### config.mk
export PLATFORM = sky130hd
export DESIGN_NAME = pcie_ingress
export DESIGN_NICKNAME = d
export VERILOG_FILES = /design/src/logic/ctrl_pkg.sv /design/src/logic/tlp_pkg.sv /design/src/logic/cpl_buffer_writer.sv /design/src/logic/ingress_ctrl.sv /design/src/logic/pcie_ingress.sv /design/src/logic/reg_write_decoder.sv /design/src/logic/tlp_hdr_capture.sv
export SDC_FILE = /design/constraint.sdc
export NUM_CORES = 1
export LEC_CHECK = 0
export BUFFER_PORTS_ARGS = -buffer_cell sky130_fd_sc_hd__buf_2
export CORE_ASPECT_RATIO = 2
export CORE_MARGIN = 2
export CORE_UTILIZATION = 54
export CTS_CLUSTER_DIAMETER = 50
export CTS_CLUSTER_SIZE = 14
export DETAILED_ROUTE_END_ITERATION = 10
export PLACE_DENSITY = 0.86
export SLEW_MARGIN = 20
export SYNTH_ARGS = -nofsm -noshare
export SYNTH_HDL_FRONTEND = slang
export SYNTH_SLANG_ARGS = --single-unit
### constraint.sdc
create_clock -name clk -period 5.51 [get_ports clk]
set_input_delay 1.102 -clock clk [delete_from_list [all_inputs] [get_ports clk]]
set_output_delay 1.102 -clock clk [all_outputs]
set_load 0.05 [all_outputs]
### src/logic/ctrl_pkg.sv
//##########################################################################
// Control window register map and command offsets
//##########################################################################
`default_nettype none

package ctrl_pkg;

  localparam int BUF_ADDR_W = 11;
  localparam int BUF_OFS_W  = 13;

  // Register offsets in dwords from the window base
  localparam logic [31:0] REG_BUFFER_READY = 32'd0;
  localparam logic [31:0] REG_WRITE_A      = 32'd1;
  localparam logic [31:0] REG_WRITE_B      = 32'd2;
  localparam logic [31:0] REG_READ_A       = 32'd3;
  localparam logic [31:0] REG_READ_B       = 32'd4;
  localparam logic [31:0] REG_BUFFER_SIZE  = 32'd5;

  // First command offset
  localparam logic [31:0] CMD_OFFSET = 32'd16;

  typedef enum logic [31:0] {
    CMD_RESET          = 32'd16,
    CMD_PER_WRITE      = 32'd17,
    CMD_PER_WRITE_FIFO = 32'd18,
    CMD_PER_READ       = 32'd19,
    CMD_PER_READ_FIFO  = 32'd20,
    CMD_MEM_WRITE      = 32'd21,
    CMD_MEM_READ       = 32'd22,
    CMD_DMA_WRITE      = 32'd23,
    CMD_DMA_READ       = 32'd24,
    CMD_PING           = 32'd25
  } cmd_t;

endpackage

`default_nettype wire

### src/logic/tlp_pkg.sv
//##########################################################################
// TLP packet format definitions for 3DW headers
//##########################################################################
`default_nettype none

package tlp_pkg;

  localparam int DW_W       = 32;
  localparam int LEN_W      = 10;
  localparam int TAG_W      = 8;
  localparam int LADDR_W    = 7;
  localparam int STS_W      = 3;
  localparam int HDR_DWORDS = 3;

  // Header dword 0
  localparam int FMT_LSB  = 29;
  localparam int FMT_W    = 3;
  localparam int TYPE_LSB = 24;
  localparam int TYPE_W   = 5;
  localparam int LEN_LSB  = 0;

  // Completion status lives in dword 1
  localparam int STS_LSB = 13;

  // Completion dword 2
  localparam int TAG_LSB   = 8;
  localparam int LADDR_LSB = 0;

  localparam logic [FMT_W-1:0] FMT_3DW_NO_DATA = 3'b000;
  localparam logic [FMT_W-1:0] FMT_3DW_DATA    = 3'b010;

  // Combined format and type codes
  localparam logic [FMT_W+TYPE_W-1:0] FT_MWR  = 8'h40;
  localparam logic [FMT_W+TYPE_W-1:0] FT_CPL  = 8'h0A;
  localparam logic [FMT_W+TYPE_W-1:0] FT_CPLD = 8'h4A;

  typedef enum logic [1:0] {
    TLP_MWR,
    TLP_CPL,
    TLP_CPLD,
    TLP_UNKNOWN
  } tlp_kind_t;

endpackage

`default_nettype wire

### src/logic/cpl_buffer_writer.sv
//##########################################################################
// Completion payload writes into the packet buffer
//##########################################################################
`default_nettype none

module cpl_buffer_writer (
  input  wire logic                            clk,
  input  wire logic                            rst,
  input  wire logic                            i_first_stb,
  input  wire logic                            i_beat_stb,
  input  wire logic [tlp_pkg::DW_W-1:0]        i_data,
  input  wire logic [tlp_pkg::LADDR_W-1:0]     i_lower_addr,
  input  wire logic [ctrl_pkg::BUF_OFS_W-1:0]  i_buf_offset,
  output logic                                 o_buf_we,
  output logic      [ctrl_pkg::BUF_ADDR_W-1:0] o_buf_addr,
  output logic      [tlp_pkg::DW_W-1:0]        o_buf_data
);

  logic [ctrl_pkg::BUF_OFS_W-1:0] w_base;

  // Start of the completion in the buffer
  assign w_base = i_buf_offset -
                  {{(ctrl_pkg::BUF_OFS_W-tlp_pkg::LADDR_W){1'b0}}, i_lower_addr};

  always_ff @(posedge clk) begin
    if (rst) begin
      o_buf_we   <= 1'b0;
      o_buf_addr <= '0;
    end else begin
      o_buf_we <= i_beat_stb;
      if (i_first_stb) begin
        o_buf_addr <= w_base[ctrl_pkg::BUF_ADDR_W-1:0];
      end else if (i_beat_stb) begin
        o_buf_addr <= o_buf_addr + {{(ctrl_pkg::BUF_ADDR_W-1){1'b0}}, 1'b1};
      end
    end
  end

  always_ff @(posedge clk) begin
    if (i_beat_stb) begin
      o_buf_data <= i_data;
    end
  end

endmodule

`default_nettype wire

### src/logic/ingress_ctrl.sv
//##########################################################################
// Ingress packet FSM with stream ready, payload count and end-of-packet
// status strobes
//##########################################################################
`default_nettype none

module ingress_ctrl (
  input  wire logic                       clk,
  input  wire logic                       rst,
  input  wire logic                       i_valid,
  input  wire logic                       i_last,
  input  wire tlp_pkg::tlp_kind_t         i_kind,
  input  wire logic [tlp_pkg::LEN_W-1:0]  i_length,
  input  wire logic [tlp_pkg::TAG_W-1:0]  i_tag,
  input  wire logic [tlp_pkg::STS_W-1:0]  i_sts,
  output logic                            o_ready,
  output logic                            o_hdr_we,
  output logic      [1:0]                 o_hdr_idx,
  output logic                            o_mwr_stb,
  output logic                            o_cpl_first_stb,
  output logic                            o_cpl_beat_stb,
  output logic                            o_cplt_pkt_stb,
  output logic      [tlp_pkg::LEN_W-1:0]  o_cplt_pkt_cnt,
  output logic      [tlp_pkg::TAG_W-1:0]  o_cplt_pkt_tag,
  output logic      [tlp_pkg::STS_W-1:0]  o_cplt_sts,
  output logic                            o_unknown_tlp_stb,
  output logic                            o_unexpected_end_stb
);

  typedef enum logic [2:0] {
    HEADER,
    MWR_DATA,
    CPL_DATA,
    FLUSH,
    DONE
  } state_t;

  state_t                    r_state;
  logic [1:0]                r_hdr_cnt;
  logic [tlp_pkg::LEN_W-1:0] r_cnt;
  logic [tlp_pkg::LEN_W-1:0] w_cnt_next;
  logic                      r_unknown;
  logic                      r_cpl_full;
  logic                      w_xfer;
  logic                      w_hdr_end;
  logic                      w_unknown;
  logic                      w_cpl_report;

  assign o_ready    = (r_state != DONE);
  assign w_xfer     = i_valid && o_ready;
  assign w_hdr_end  = (r_hdr_cnt == 2'(tlp_pkg::HDR_DWORDS - 1));
  assign w_unknown  = (i_kind == tlp_pkg::TLP_UNKNOWN);
  assign w_cnt_next = r_cnt + {{(tlp_pkg::LEN_W-1){1'b0}}, 1'b1};

  assign o_hdr_we        = w_xfer && (r_state == HEADER);
  assign o_hdr_idx       = r_hdr_cnt;
  assign o_mwr_stb       = w_xfer && (r_state == MWR_DATA);
  assign o_cpl_beat_stb  = w_xfer && (r_state == CPL_DATA);
  assign o_cpl_first_stb = o_cpl_beat_stb && (r_cnt == '0);

  // Full completion ends either in the data state or after extra beats
  assign w_cpl_report = w_xfer && i_last &&
                        (((r_state == CPL_DATA) && (w_cnt_next == i_length)) ||
                         ((r_state == FLUSH) && r_cpl_full));

  always_ff @(posedge clk) begin
    if (rst) begin
      r_state              <= DONE;
      r_hdr_cnt            <= '0;
      r_cnt                <= '0;
      r_unknown            <= 1'b0;
      r_cpl_full           <= 1'b0;
      o_cplt_pkt_stb       <= 1'b0;
      o_cplt_pkt_cnt       <= '0;
      o_cplt_pkt_tag       <= '0;
      o_cplt_sts           <= '0;
      o_unknown_tlp_stb    <= 1'b0;
      o_unexpected_end_stb <= 1'b0;
    end else begin
      o_unknown_tlp_stb    <= 1'b0;
      o_unexpected_end_stb <= 1'b0;
      o_cplt_pkt_stb       <= w_cpl_report;
      if (w_cpl_report) begin
        o_cplt_pkt_cnt <= i_length;
        o_cplt_pkt_tag <= i_tag;
      end

      case (r_state)
        HEADER: begin
          if (w_xfer) begin
            r_hdr_cnt <= r_hdr_cnt + 2'd1;
            if (i_last && !w_hdr_end) begin
              // Packet ended inside the header
              r_hdr_cnt            <= '0;
              o_unexpected_end_stb <= 1'b1;
              r_state              <= DONE;
            end else if (w_hdr_end) begin
              r_hdr_cnt  <= '0;
              r_cnt      <= '0;
              r_unknown  <= w_unknown;
              r_cpl_full <= 1'b0;
              if ((i_kind == tlp_pkg::TLP_CPL || i_kind == tlp_pkg::TLP_CPLD) &&
                  (i_sts != '0)) begin
                o_cplt_sts <= i_sts;
              end
              if (i_last) begin
                o_unknown_tlp_stb    <= w_unknown;
                o_unexpected_end_stb <= (i_kind == tlp_pkg::TLP_MWR) ||
                                        (i_kind == tlp_pkg::TLP_CPLD);
                r_state              <= DONE;
              end else begin
                case (i_kind)
                  tlp_pkg::TLP_MWR:  r_state <= MWR_DATA;
                  tlp_pkg::TLP_CPLD: r_state <= CPL_DATA;
                  default:           r_state <= FLUSH;
                endcase
              end
            end
          end
        end
        MWR_DATA: begin
          // Only the first payload dword is decoded
          if (w_xfer) begin
            r_state <= i_last ? DONE : FLUSH;
          end
        end
        CPL_DATA: begin
          if (w_xfer) begin
            r_cnt <= w_cnt_next;
            if (i_last) begin
              o_unexpected_end_stb <= (w_cnt_next != i_length);
              r_state              <= DONE;
            end else if (w_cnt_next == i_length) begin
              r_cpl_full <= 1'b1;
              r_state    <= FLUSH;
            end
          end
        end
        FLUSH: begin
          if (w_xfer && i_last) begin
            o_unknown_tlp_stb <= r_unknown;
            r_state           <= DONE;
          end
        end
        default: begin
          r_state <= HEADER;
        end
      endcase
    end
  end

endmodule

`default_nettype wire

### src/logic/pcie_ingress.sv
//##########################################################################
// PCIe TLP ingress parser top
//##########################################################################
`default_nettype none

module pcie_ingress (
  input  wire logic                            clk,
  input  wire logic                            rst,
  input  wire logic                            i_valid,
  input  wire logic [tlp_pkg::DW_W-1:0]        i_data,
  input  wire logic                            i_last,
  input  wire logic [tlp_pkg::DW_W-1:0]        i_ctrl_base,
  input  wire logic [ctrl_pkg::BUF_OFS_W-1:0]  i_buf_offset,
  output logic                                 o_ready,
  output logic      [tlp_pkg::DW_W-1:0]        o_write_a_addr,
  output logic      [tlp_pkg::DW_W-1:0]        o_write_b_addr,
  output logic      [tlp_pkg::DW_W-1:0]        o_read_a_addr,
  output logic      [tlp_pkg::DW_W-1:0]        o_read_b_addr,
  output logic      [tlp_pkg::DW_W-1:0]        o_buffer_size,
  output logic      [tlp_pkg::DW_W-1:0]        o_ping_value,
  output logic      [tlp_pkg::DW_W-1:0]        o_cmd_data_count,
  output logic                                 o_update_buf_stb,
  output logic      [1:0]                      o_update_buf,
  output logic                                 o_reg_write_stb,
  output logic                                 o_cmd_rst_stb,
  output logic                                 o_cmd_wr_stb,
  output logic                                 o_cmd_rd_stb,
  output logic                                 o_cmd_ping_stb,
  output logic                                 o_cmd_unknown_stb,
  output logic                                 o_cmd_flg_fifo_stb,
  output logic                                 o_cmd_flg_sel_per_stb,
  output logic                                 o_cmd_flg_sel_mem_stb,
  output logic                                 o_cmd_flg_sel_dma_stb,
  output logic                                 o_buf_we,
  output logic      [ctrl_pkg::BUF_ADDR_W-1:0] o_buf_addr,
  output logic      [tlp_pkg::DW_W-1:0]        o_buf_data,
  output logic                                 o_cplt_pkt_stb,
  output logic      [tlp_pkg::LEN_W-1:0]       o_cplt_pkt_cnt,
  output logic      [tlp_pkg::TAG_W-1:0]       o_cplt_pkt_tag,
  output logic      [tlp_pkg::STS_W-1:0]       o_cplt_sts,
  output logic                                 o_unknown_tlp_stb,
  output logic                                 o_unexpected_end_stb
);

  tlp_pkg::tlp_kind_t          w_kind;
  logic [tlp_pkg::LEN_W-1:0]   w_length;
  logic [tlp_pkg::DW_W-1:0]    w_addr;
  logic [tlp_pkg::TAG_W-1:0]   w_tag;
  logic [tlp_pkg::LADDR_W-1:0] w_lower_addr;
  logic [tlp_pkg::STS_W-1:0]   w_sts;
  logic                        w_hdr_we;
  logic [1:0]                  w_hdr_idx;
  logic                        w_mwr_stb;
  logic                        w_cpl_first_stb;
  logic                        w_cpl_beat_stb;

  // Same-named ports connect straight to the top ports
  ingress_ctrl u_ingress_ctrl (
    .*,
    .i_kind          (w_kind),
    .i_length        (w_length),
    .i_tag           (w_tag),
    .i_sts           (w_sts),
    .o_hdr_we        (w_hdr_we),
    .o_hdr_idx       (w_hdr_idx),
    .o_mwr_stb       (w_mwr_stb),
    .o_cpl_first_stb (w_cpl_first_stb),
    .o_cpl_beat_stb  (w_cpl_beat_stb)
  );

  tlp_hdr_capture u_tlp_hdr_capture (
    .*,
    .i_hdr_we     (w_hdr_we),
    .i_hdr_idx    (w_hdr_idx),
    .o_kind       (w_kind),
    .o_length     (w_length),
    .o_addr       (w_addr),
    .o_tag        (w_tag),
    .o_lower_addr (w_lower_addr),
    .o_sts        (w_sts)
  );

  reg_write_decoder u_reg_write_decoder (
    .*,
    .i_mwr_stb (w_mwr_stb),
    .i_addr    (w_addr)
  );

  cpl_buffer_writer u_cpl_buffer_writer (
    .*,
    .i_first_stb  (w_cpl_first_stb),
    .i_beat_stb   (w_cpl_beat_stb),
    .i_lower_addr (w_lower_addr)
  );

endmodule

`default_nettype wire

### src/logic/reg_write_decoder.sv
//##########################################################################
// Control window write decode into registers and command strobes
//##########################################################################
`default_nettype none

module reg_write_decoder (
  input  wire logic                      clk,
  input  wire logic                      rst,
  input  wire logic                      i_mwr_stb,
  input  wire logic [tlp_pkg::DW_W-1:0]  i_addr,
  input  wire logic [tlp_pkg::DW_W-1:0]  i_ctrl_base,
  input  wire logic [tlp_pkg::DW_W-1:0]  i_data,
  output logic      [tlp_pkg::DW_W-1:0]  o_write_a_addr,
  output logic      [tlp_pkg::DW_W-1:0]  o_write_b_addr,
  output logic      [tlp_pkg::DW_W-1:0]  o_read_a_addr,
  output logic      [tlp_pkg::DW_W-1:0]  o_read_b_addr,
  output logic      [tlp_pkg::DW_W-1:0]  o_buffer_size,
  output logic      [tlp_pkg::DW_W-1:0]  o_ping_value,
  output logic      [tlp_pkg::DW_W-1:0]  o_cmd_data_count,
  output logic                           o_update_buf_stb,
  output logic      [1:0]                o_update_buf,
  output logic                           o_reg_write_stb,
  output logic                           o_cmd_rst_stb,
  output logic                           o_cmd_wr_stb,
  output logic                           o_cmd_rd_stb,
  output logic                           o_cmd_ping_stb,
  output logic                           o_cmd_unknown_stb,
  output logic                           o_cmd_flg_fifo_stb,
  output logic                           o_cmd_flg_sel_per_stb,
  output logic                           o_cmd_flg_sel_mem_stb,
  output logic                           o_cmd_flg_sel_dma_stb
);

  logic [tlp_pkg::DW_W-1:0] w_ofs;

  // Dword offset into the control window
  assign w_ofs = (i_addr - i_ctrl_base) >> 2;

  always_ff @(posedge clk) begin
    if (rst) begin
      o_write_a_addr   <= '0;
      o_write_b_addr   <= '0;
      o_read_a_addr    <= '0;
      o_read_b_addr    <= '0;
      o_buffer_size    <= '0;
      o_ping_value     <= '0;
      o_cmd_data_count <= '0;
      o_update_buf     <= '0;
    end else if (i_mwr_stb) begin
      if (w_ofs < ctrl_pkg::CMD_OFFSET) begin
        case (w_ofs)
          ctrl_pkg::REG_BUFFER_READY: o_update_buf   <= i_data[1:0];
          ctrl_pkg::REG_WRITE_A:      o_write_a_addr <= i_data;
          ctrl_pkg::REG_WRITE_B:      o_write_b_addr <= i_data;
          ctrl_pkg::REG_READ_A:       o_read_a_addr  <= i_data;
          ctrl_pkg::REG_READ_B:       o_read_b_addr  <= i_data;
          ctrl_pkg::REG_BUFFER_SIZE:  o_buffer_size  <= i_data;
          default: ;
        endcase
      end else begin
        o_cmd_data_count <= i_data;
        if (w_ofs == ctrl_pkg::CMD_PING) begin
          o_ping_value <= i_data;
        end
      end
    end
  end

  // Single cycle strobes
  always_ff @(posedge clk) begin
    o_reg_write_stb       <= 1'b0;
    o_update_buf_stb      <= 1'b0;
    o_cmd_rst_stb         <= 1'b0;
    o_cmd_wr_stb          <= 1'b0;
    o_cmd_rd_stb          <= 1'b0;
    o_cmd_ping_stb        <= 1'b0;
    o_cmd_unknown_stb     <= 1'b0;
    o_cmd_flg_fifo_stb    <= 1'b0;
    o_cmd_flg_sel_per_stb <= 1'b0;
    o_cmd_flg_sel_mem_stb <= 1'b0;
    o_cmd_flg_sel_dma_stb <= 1'b0;
    if (!rst && i_mwr_stb) begin
      if (w_ofs < ctrl_pkg::CMD_OFFSET) begin
        o_reg_write_stb  <= 1'b1;
        o_update_buf_stb <= (w_ofs == ctrl_pkg::REG_BUFFER_READY);
      end else begin
        case (w_ofs)
          ctrl_pkg::CMD_RESET: o_cmd_rst_stb <= 1'b1;
          ctrl_pkg::CMD_PER_WRITE, ctrl_pkg::CMD_PER_WRITE_FIFO: begin
            o_cmd_flg_sel_per_stb <= 1'b1;
            o_cmd_wr_stb          <= 1'b1;
            o_cmd_flg_fifo_stb    <= (w_ofs == ctrl_pkg::CMD_PER_WRITE_FIFO);
          end
          ctrl_pkg::CMD_PER_READ, ctrl_pkg::CMD_PER_READ_FIFO: begin
            o_cmd_flg_sel_per_stb <= 1'b1;
            o_cmd_rd_stb          <= 1'b1;
            o_cmd_flg_fifo_stb    <= (w_ofs == ctrl_pkg::CMD_PER_READ_FIFO);
          end
          ctrl_pkg::CMD_MEM_WRITE, ctrl_pkg::CMD_MEM_READ: begin
            o_cmd_flg_sel_mem_stb <= 1'b1;
            o_cmd_wr_stb          <= (w_ofs == ctrl_pkg::CMD_MEM_WRITE);
            o_cmd_rd_stb          <= (w_ofs == ctrl_pkg::CMD_MEM_READ);
          end
          ctrl_pkg::CMD_DMA_WRITE, ctrl_pkg::CMD_DMA_READ: begin
            o_cmd_flg_sel_dma_stb <= 1'b1;
            o_cmd_wr_stb          <= (w_ofs == ctrl_pkg::CMD_DMA_WRITE);
            o_cmd_rd_stb          <= (w_ofs == ctrl_pkg::CMD_DMA_READ);
          end
          ctrl_pkg::CMD_PING: o_cmd_ping_stb    <= 1'b1;
          default:            o_cmd_unknown_stb <= 1'b1;
        endcase
      end
    end
  end

endmodule

`default_nettype wire

### src/logic/tlp_hdr_capture.sv
//##########################################################################
// Header dword store with field decode for 3DW TLPs
//##########################################################################
`default_nettype none

module tlp_hdr_capture (
  input  wire logic                        clk,
  input  wire logic                        i_hdr_we,
  input  wire logic [1:0]                  i_hdr_idx,
  input  wire logic [tlp_pkg::DW_W-1:0]    i_data,
  output tlp_pkg::tlp_kind_t               o_kind,
  output logic      [tlp_pkg::LEN_W-1:0]   o_length,
  output logic      [tlp_pkg::DW_W-1:0]    o_addr,
  output logic      [tlp_pkg::TAG_W-1:0]   o_tag,
  output logic      [tlp_pkg::LADDR_W-1:0] o_lower_addr,
  output logic      [tlp_pkg::STS_W-1:0]   o_sts
);

  logic [tlp_pkg::DW_W-1:0]                     r_hdr [tlp_pkg::HDR_DWORDS];
  logic [tlp_pkg::FMT_W-1:0]                    w_fmt;
  logic [tlp_pkg::FMT_W+tlp_pkg::TYPE_W-1:0]    w_fmt_type;

  always_ff @(posedge clk) begin
    if (i_hdr_we) begin
      r_hdr[i_hdr_idx] <= i_data;
    end
  end

  assign w_fmt      = r_hdr[0][tlp_pkg::FMT_LSB +: tlp_pkg::FMT_W];
  assign w_fmt_type = {w_fmt, r_hdr[0][tlp_pkg::TYPE_LSB +: tlp_pkg::TYPE_W]};

  // Only 3DW headers are parsed
  always_comb begin
    o_kind = tlp_pkg::TLP_UNKNOWN;
    if ((w_fmt == tlp_pkg::FMT_3DW_NO_DATA) || (w_fmt == tlp_pkg::FMT_3DW_DATA)) begin
      case (w_fmt_type)
        tlp_pkg::FT_MWR:  o_kind = tlp_pkg::TLP_MWR;
        tlp_pkg::FT_CPL:  o_kind = tlp_pkg::TLP_CPL;
        tlp_pkg::FT_CPLD: o_kind = tlp_pkg::TLP_CPLD;
        default:          o_kind = tlp_pkg::TLP_UNKNOWN;
      endcase
    end
  end

  assign o_length     = r_hdr[0][tlp_pkg::LEN_LSB +: tlp_pkg::LEN_W];
  assign o_sts        = r_hdr[1][tlp_pkg::STS_LSB +: tlp_pkg::STS_W];
  assign o_tag        = r_hdr[2][tlp_pkg::TAG_LSB +: tlp_pkg::TAG_W];
  assign o_lower_addr = r_hdr[2][tlp_pkg::LADDR_LSB +: tlp_pkg::LADDR_W];

  // Dword aligned write address
  assign o_addr = {r_hdr[2][tlp_pkg::DW_W-1:2], 2'b00};

endmodule

`default_nettype wire

==> flow_metrics.tcl, run 1 <==
set metrics [dict create \
    grt_antenna_before_repair 3 \
    synth.yosys.warnings 0 \
    drt_via_density 5.71 \
    static-leakage-power_nw 9.87 \
    cts_post_setup_buffers_inserted 0 \
    design_power_total_mw 5.24 \
    ios 387 \
    postCtsHoldBufs 0 \
    syn-mean-instance-area_um2 10.4 \
    switching_share 0.236 \
    intPower_mw 4.00 \
    postSynth.asyncResetShare 0 \
    floorplan_die_area_um2 32600 \
    initial_core_utilization 0.546 \
    slew_at_the_pin_closest_to_its_max_slew_limit_ns 0.809 \
    synth.distinct_cells 69 \
    seq_area_frac_synth 0.498 \
    main_combinational_cell_family_by_area_after_synthesis "simple AND/OR/NAND/NOR gates" \
    core-area_um2 30700 \
    synthesis.nets 1737 \
    clock_tree.htree_level_count 1 \
    count_of_flip_flops_with_a_built_in_enable_after_synthesis 85 \
    yosys_most_used_dff "dfxtp_1" \
    clk_root_buffer_cell "clkbuf_16" \
    fillers 2420 \
    rsz0062_at_grt "no" \
    layout.nets 2087 \
    area_share_of_and_or_nand_nor_cells_after_synthesis 0.184 \
    finalHoldViolations 0 \
    yosys.area_share.adder 0.0325 \
    postRouteWirelength_mm 48.6 \
    synth.cell_area_um2 16800 \
    crit_required_ns 5.95 \
    power-per-cell-area_nw_per_um2 263 \
    number_of_gates_resized_after_cts 0 \
    drtAntennaViolNets 0 \
    fin_crit_ns 4.85 \
    initialDrtViolationCount 752 \
    critical_path.most_common_cell "nor4_1" \
    number_of_clock_sinks 375 \
    outcome "completed" \
    first_pass_iters 7 \
    routedWlPerCell_um 20.6 \
    placement.io_buffers 384 \
    grt_max_degree 181 \
    route.vias.total 13400 \
    critPathArrivalTime_ns 5.29 \
    place.gp.congestion 0.940 \
    tritoncts "done" \
    synth_compound_gate_area_share 0.0709 \
    std_cell_rows 91 \
    ctsLongestPathBuffers 3 \
    cpPeakStageDelay_ns 0.67 \
    path_max_fanout 7 \
    net-switching-power_mw 1.24 \
    startpoint_type "input pin" \
    combinational_cell_fraction_of_total_power 0.078 \
    timing.clock.skew_ns 0.0194 \
    die_w_um 129 \
    fmax_mhz 206 \
    vias_in_the_first_global_route 13700 \
    ys_ff_latch 375 \
    clk-insertion-delay-late_ns 0.58 \
    crit_chain "buf_2 -> inv_1 -> ha_1 -> a21oi_1 -> nor3_1 -> or4_1 -> or4b_2 -> nor4_1 -> nand4_1 -> nor4_1 -> and4_1 -> nand3_1 -> nor4b_1" \
    critical_path_cell_with_the_highest_stage_delay "or4b_2" \
    final_min_period_over_clock_period 0.880 \
    hpwl_mm 35.5 \
    cts_buf_count 31 \
    slew_viol_final 0 \
    drcViolationCount 0 \
    clock_network_fraction_of_total_power 0.380 \
    die_y_um 253 \
    muxShareOfSynthArea 0.149 \
    setup_violations 0 \
    grt-ovfl-total 0 \
    grt.total_usage 0.288 \
    grt_first_pass_wirelength_mm 73.0 \
    number_of_standard_cells_after_synthesis 1613 \
    critical_path_class "input pin to register" \
    maxCapViolations 0 \
    peak_ir_drop_on_the_vdd_network_v 0.000262 \
    areaGrowthSynthToFinish_pct 18.8 \
    cts.clk_slew.worst_paths_ns 0.06 \
    pwr-share-seq 0.541 \
    synth_xor_area_frac 0.0308 \
    hp-class "register to register" \
    final_layout_size_suffix_gt1_frac 0.238 \
    endpoint_kind "register" \
    ff2ff_setup_slack_ns 0.91 \
    final.setup.tns_ns 0 \
    max-slew-margin-rel 0.461 \
]
[placed cells by master, fill, tap and decap left out, types with 5 or more instances in the layout]
cell type / synthesis / final
inv_1: 56 / 55
nor3_1: 28 / 27
o21a_1: 15 / 15
ha_1: 42 / 42
edfxtp_1: 85 / 85
and3_1: 11 / 11
buf_2: 21 / 383
a211oi_1: 7 / 7
clkbuf_16: 0 / 31
o21ai_0: 47 / 47
dfxtp_1: 290 / 290
nand4_1: 21 / 21
mux2i_1: 247 / 247
a2111oi_0: 5 / 5
nor2_1: 97 / 95
clkbuf_1: 64 / 13
a21oi_1: 55 / 55
buf_4: 0 / 17
xnor2_1: 38 / 38
o21bai_1: 5 / 5
or4_1: 7 / 6
buf_12: 0 / 6
nor4_1: 8 / 7
nand2b_1: 264 / 264
nand2_1: 66 / 65
xor2_1: 21 / 21
nand3_1: 20 / 19
a21o_1: 5 / 5
[power groups by stage]
| stage | registers (mW) | logic [mW] | clock network [mW] |
|---|---|---|---|
| 2_1_floorplan | 2.92 | 0.248 | 0 |
| 3_3_place_gp | 2.90 | 0.398 | 0 |
| 3_5_place_dp | 2.90 | 0.405 | 0 |
| 4_1_cts | 2.84 | 0.407 | 2.03 |
| 5_1_grt | 2.84 | 0.444 | 2.11 |
| 6_report | 2.84 | 0.411 | 1.99 |
[state kept, by name, indices dropped and copies added, names as in the netlist, 2 cells and up]
name	count
u_reg_write_decoder.o_write_a_addr	32
u_reg_write_decoder.o_write_b_addr	32
u_cpl_buffer_writer.o_buf_data	32
u_reg_write_decoder.o_ping_value	32
u_cpl_buffer_writer.o_buf_addr	11
u_reg_write_decoder.o_update_buf	2
u_reg_write_decoder.o_buffer_size	32
u_reg_write_decoder.o_cmd_data_count	32
u_reg_write_decoder.o_read_b_addr	32
u_ingress_ctrl.r_state	3
u_ingress_ctrl.o_cplt_pkt_cnt	10
u_ingress_ctrl.o_hdr_idx	2
u_ingress_ctrl.o_cplt_pkt_tag	8
u_reg_write_decoder.o_read_a_addr	32
u_tlp_hdr_capture.r_hdr	53
u_ingress_ctrl.r_cnt	10
u_ingress_ctrl.o_cplt_sts	3
[layout make-up]
type,count,area (µm²),share of cell area
Tap cell,372,465,0.0233
Sequential cell,375,8360,0.419
Antenna cell,4,10.0,0.000502
Clock buffer,44,825,0.0413
Multi-Input combinational cell,1092,7880,0.395
Clock inverter,4,28.8,0.00144
Timing Repair Buffer,407,2180,0.109
Inverter,56,210,0.0105
[per-layer routing]
layer,track usage,vias up,part of all wire
met1,0.290,6453,0.34
met4,0.183,0,0.067
met5,0,-,0
li1,-,6276,-
met2,0.535,544,0.53
met3,0.0509,175,0.061
[worst max-delay path, delay by kind of cell]
kind                     cells  cell delay, ns
AO/OA/AOI/OAI                1            0.35
adder cells (fa/ha/maj)      1            0.39
AND/OR/NAND/NOR              9            3.33
buffers and inverters        2            0.10
[cells by family after synthesis]
| logic type | Yosys count |
|---|---|
| XOR/XNOR | 59 |
| AO/OA/AOI/OAI | 184 |
| adder cells (fa/ha/maj) | 43 |
| multiplexers | 249 |
| AND/OR/NAND/NOR | 557 |
| flip-flops | 375 |
| buffers and inverters | 146 |
[worst paths after layout]
check                                         from                                        end  cells past startpoint
min          u_reg_write_decoder.o_write_a_addr[8]      u_reg_write_decoder.o_write_a_addr[8]                      2
min reg2reg  u_reg_write_decoder.o_write_a_addr[8]      u_reg_write_decoder.o_write_a_addr[8]                      2
max reg2reg         u_tlp_hdr_capture.r_hdr[2][17]  u_reg_write_decoder.o_cmd_flg_sel_mem_stb                     11
max                                i_ctrl_base[17]  u_reg_write_decoder.o_cmd_flg_sel_mem_stb                     13
[through the flow]
| stage | hold slack (ns) | instances | setup slack (ns) | cell area [µm²] | utilization |
|---|---|---|---|---|---|
| CTS | 0.476 | 2350 | 0.692 | 19900 | 0.649 |
| finish | 0.474 | 2354 | 0.659 | 20000 | 0.649 |
| detailed placement | 0.463 | 2302 | 0.104 | 19100 | 0.621 |
| floorplan | 0.454 | 1613 | 1.01 | 16800 | - |
| global placement | 0.458 | 2302 | 0.343 | 19100 | 0.621 |
| global route | 0.494 | 2353 | 0.457 | 19900 | 0.649 |
[cell usage after synthesis, types with 5 or more instances]
| cell | number | area, µm² |
|---|---|---|
| ha_1 | 42 | 526 |
| clkbuf_1 | 64 | 240 |
| a2111oi_0 | 5 | 43.8 |
| a21o_1 | 5 | 37.5 |
| nand3_1 | 20 | 100 |
| dfxtp_1 | 290 | 5810 |
| a211oi_1 | 7 | 52.6 |
| nand4_1 | 21 | 131 |
| mux2i_1 | 247 | 2470 |
| nor2_1 | 97 | 364 |
| inv_1 | 56 | 210 |
| o21ai_0 | 47 | 235 |
| xor2_1 | 21 | 184 |
| a21oi_1 | 55 | 275 |
| and3_1 | 11 | 68.8 |
| nor4_1 | 8 | 50.1 |
| or4_1 | 7 | 52.6 |
| nand2b_1 | 264 | 1650 |
| buf_2 | 21 | 105 |
| o21a_1 | 15 | 113 |
| o21bai_1 | 5 | 37.5 |
| nor3_1 | 28 | 140 |
| xnor2_1 | 38 | 333 |
| or3_1 | 7 | 43.8 |
| edfxtp_1 | 85 | 2550 |
| nand2_1 | 66 | 248 |
(Power assumes the default switching activity.)
==> run 2, diff against run 1 <==
==> constraint.sdc (replaced) <==
create_clock -name clk -period 5.3 [get_ports clk]
set_input_delay 0.53 -clock clk [delete_from_list [all_inputs] [get_ports clk]]
set_output_delay 0.53 -clock clk [all_outputs]
set_load 0.05 [all_outputs]
==> flow_metrics.tcl, run 2 (synthesized netlist as in run 1, its figures left out) <==
set metrics [dict create \
    outcome "completed" \
    ff2ff_setup_slack_ns 0.50 \
    grt_antenna_before_repair 3 \
    initialDrtViolationCount 694 \
    layout.nets 2080 \
    grt-ovfl-total 0 \
    core-area_um2 30700 \
    power-per-cell-area_nw_per_um2 273 \
    grt.total_usage 0.288 \
    cts.clk_slew.worst_paths_ns 0.07 \
    critical_path_class "register to register" \
    std_cell_rows 91 \
    areaGrowthSynthToFinish_pct 18.1 \
    endpoint_kind "register" \
    startpoint_type "register" \
    min-delay-start "i_data[20]" \
    critPathArrivalTime_ns 5.21 \
    hpwl_mm 35.2 \
    fmax_mhz 208 \
    grt_first_pass_wirelength_mm 73.1 \
    worst_r2r_endpoint "u_reg_write_decoder.o_buffer_size[20]" \
    clk_root_buffer_cell "clkbuf_16" \
    placement.io_buffers 384 \
    final_common_cell "buf_2" \
    maxCapViolations 0 \
    final_cell_mix "buf_2 (383), dfxtp_1 (290), nand2b_1 (264), mux2i_1 (247), nor2_1 (95)" \
    cts_post_setup_buffers_inserted 0 \
    drcViolationCount 0 \
    final_layout_size_suffix_gt1_frac 0.235 \
    peak_ir_drop_on_the_vdd_network_v 0.000230 \
    crit_required_ns 5.72 \
    timing.clock.skew_ns 0.0166 \
    static-leakage-power_nw 9.81 \
    setup_violations 0 \
    largest_register_ff_count 53 \
    drt_via_density 5.76 \
    rsz0062_at_grt "no" \
    slew_at_the_pin_closest_to_its_max_slew_limit_ns 0.810 \
    floorplan_die_area_um2 32600 \
    largest-register "u_tlp_hdr_capture.r_hdr" \
    cts_buf_count 30 \
    vias_in_the_first_global_route 13700 \
    hold_crit_endpoint "u_tlp_hdr_capture.r_hdr[2][20]" \
    worstRegToRegCells 13 \
    hold_depth 1 \
    drtAntennaViolNets 0 \
    ctsLongestPathBuffers 3 \
    place.gp.congestion 0.949 \
    clock_tree.htree_level_count 1 \
    rr_startpoint "u_tlp_hdr_capture.r_hdr[2][6]" \
    tritoncts "done" \
    postCtsHoldBufs 0 \
    number_of_gates_resized_after_cts 0 \
    route.vias.total 13500 \
    final.setup.tns_ns 0 \
    postRouteWirelength_mm 48.6 \
    slew_viol_final 0 \
    hp-class "input pin to register" \
    die_w_um 129 \
    first_pass_iters 5 \
    number_of_clock_sinks 375 \
    routedWlPerCell_um 20.7 \
    finalHoldViolations 0 \
    final_core_utilization 0.646 \
    max-slew-margin-rel 0.460 \
    fin_ws_ns 0.504 \
    clk-insertion-delay-late_ns 0.58 \
    grt_max_degree 202 \
    final_min_period_over_clock_period 0.905 \
    ios 387 \
    path_max_fanout 32 \
    initial_core_utilization 0.546 \
    die_y_um 253 \
    fillers 2412 \
    fin_crit_ns 4.80 \
    place_ws_ns 0.593 \
]
==> run 2: report_power, final <==
part           internal, mW  switching (mW)  total [mW]  leakage, nW
sequential             2.94          0.0118        2.95         3.11
clock                  1.05           0.989        2.04        0.400
combinational         0.154           0.274       0.428         6.30
total                  4.14            1.28        5.42         9.81
==> run 2: worst max-delay path by stage <==
stage	from	end	slack (ns)	cells after the start
floorplan	i_ctrl_base[6]	u_reg_write_decoder.o_read_b_addr[1]	1.38	15
finish	u_tlp_hdr_capture.r_hdr[2][6]	u_reg_write_decoder.o_buffer_size[20]	0.50	13
global route	u_tlp_hdr_capture.r_hdr[2][6]	u_reg_write_decoder.o_buffer_size[20]	0.32	13
global placement	i_ctrl_base[19]	u_reg_write_decoder.o_cmd_flg_sel_mem_stb	0.67	13
CTS	u_tlp_hdr_capture.r_hdr[2][6]	u_reg_write_decoder.o_buffer_size[17]	0.65	13
detailed placement	i_ctrl_base[6]	u_reg_write_decoder.o_buffer_size[17]	0.59	15
==> run 2: critical path, stage by stage, from the launching register on <==
cell       delay, ns
edfxtp_1        0.51
ha_1            0.49
nand2_1         0.10
o21ai_0         0.51
o21ai_0         0.23
mux2i_1         0.17
a2111oi_0       0.49
buf_4           0.21
o2111ai_1       0.19
nor4_4          0.31
nand4_2         0.25
or3_2           0.54
buf_4           0.33
mux2i_1         0.21
==> run 2: area by class of cell <==
cell class / instances / area [µm²] / area share
Multi-Input combinational cell: 1092 / 7880 / 0.397
Timing Repair Buffer: 401 / 2090 / 0.105
Antenna cell: 3 / 7.51 / 0.000378
Clock buffer: 45 / 817 / 0.0412
Clock inverter: 1 / 16.3 / 0.000820
Tap cell: 372 / 465 / 0.0235
Sequential cell: 375 / 8360 / 0.421
Inverter: 56 / 210 / 0.0106
==> run 2: stage by stage <==
| step | cell area [µm²] | std cells | hold WS [ns] | power [mW] |
|---|---|---|---|---|
| floorplan | 16800 | 1613 | 0.454 | 3.29 |
| global placement | 19000 | 2296 | 0.457 | 3.42 |
| detailed placement | 19000 | 2296 | 0.463 | 3.43 |
| CTS | 19800 | 2342 | 0.159 | 5.44 |
| global route | 19800 | 2345 | 0.167 | 5.56 |
| finish | 19800 | 2345 | 0.180 | 5.42 |
==> run 2: per-layer routing <==
layer  track usage  part of all wire
met1         0.297              0.35
met3        0.0480             0.057
met4         0.173             0.067
met2         0.533              0.52
met5             0                 0
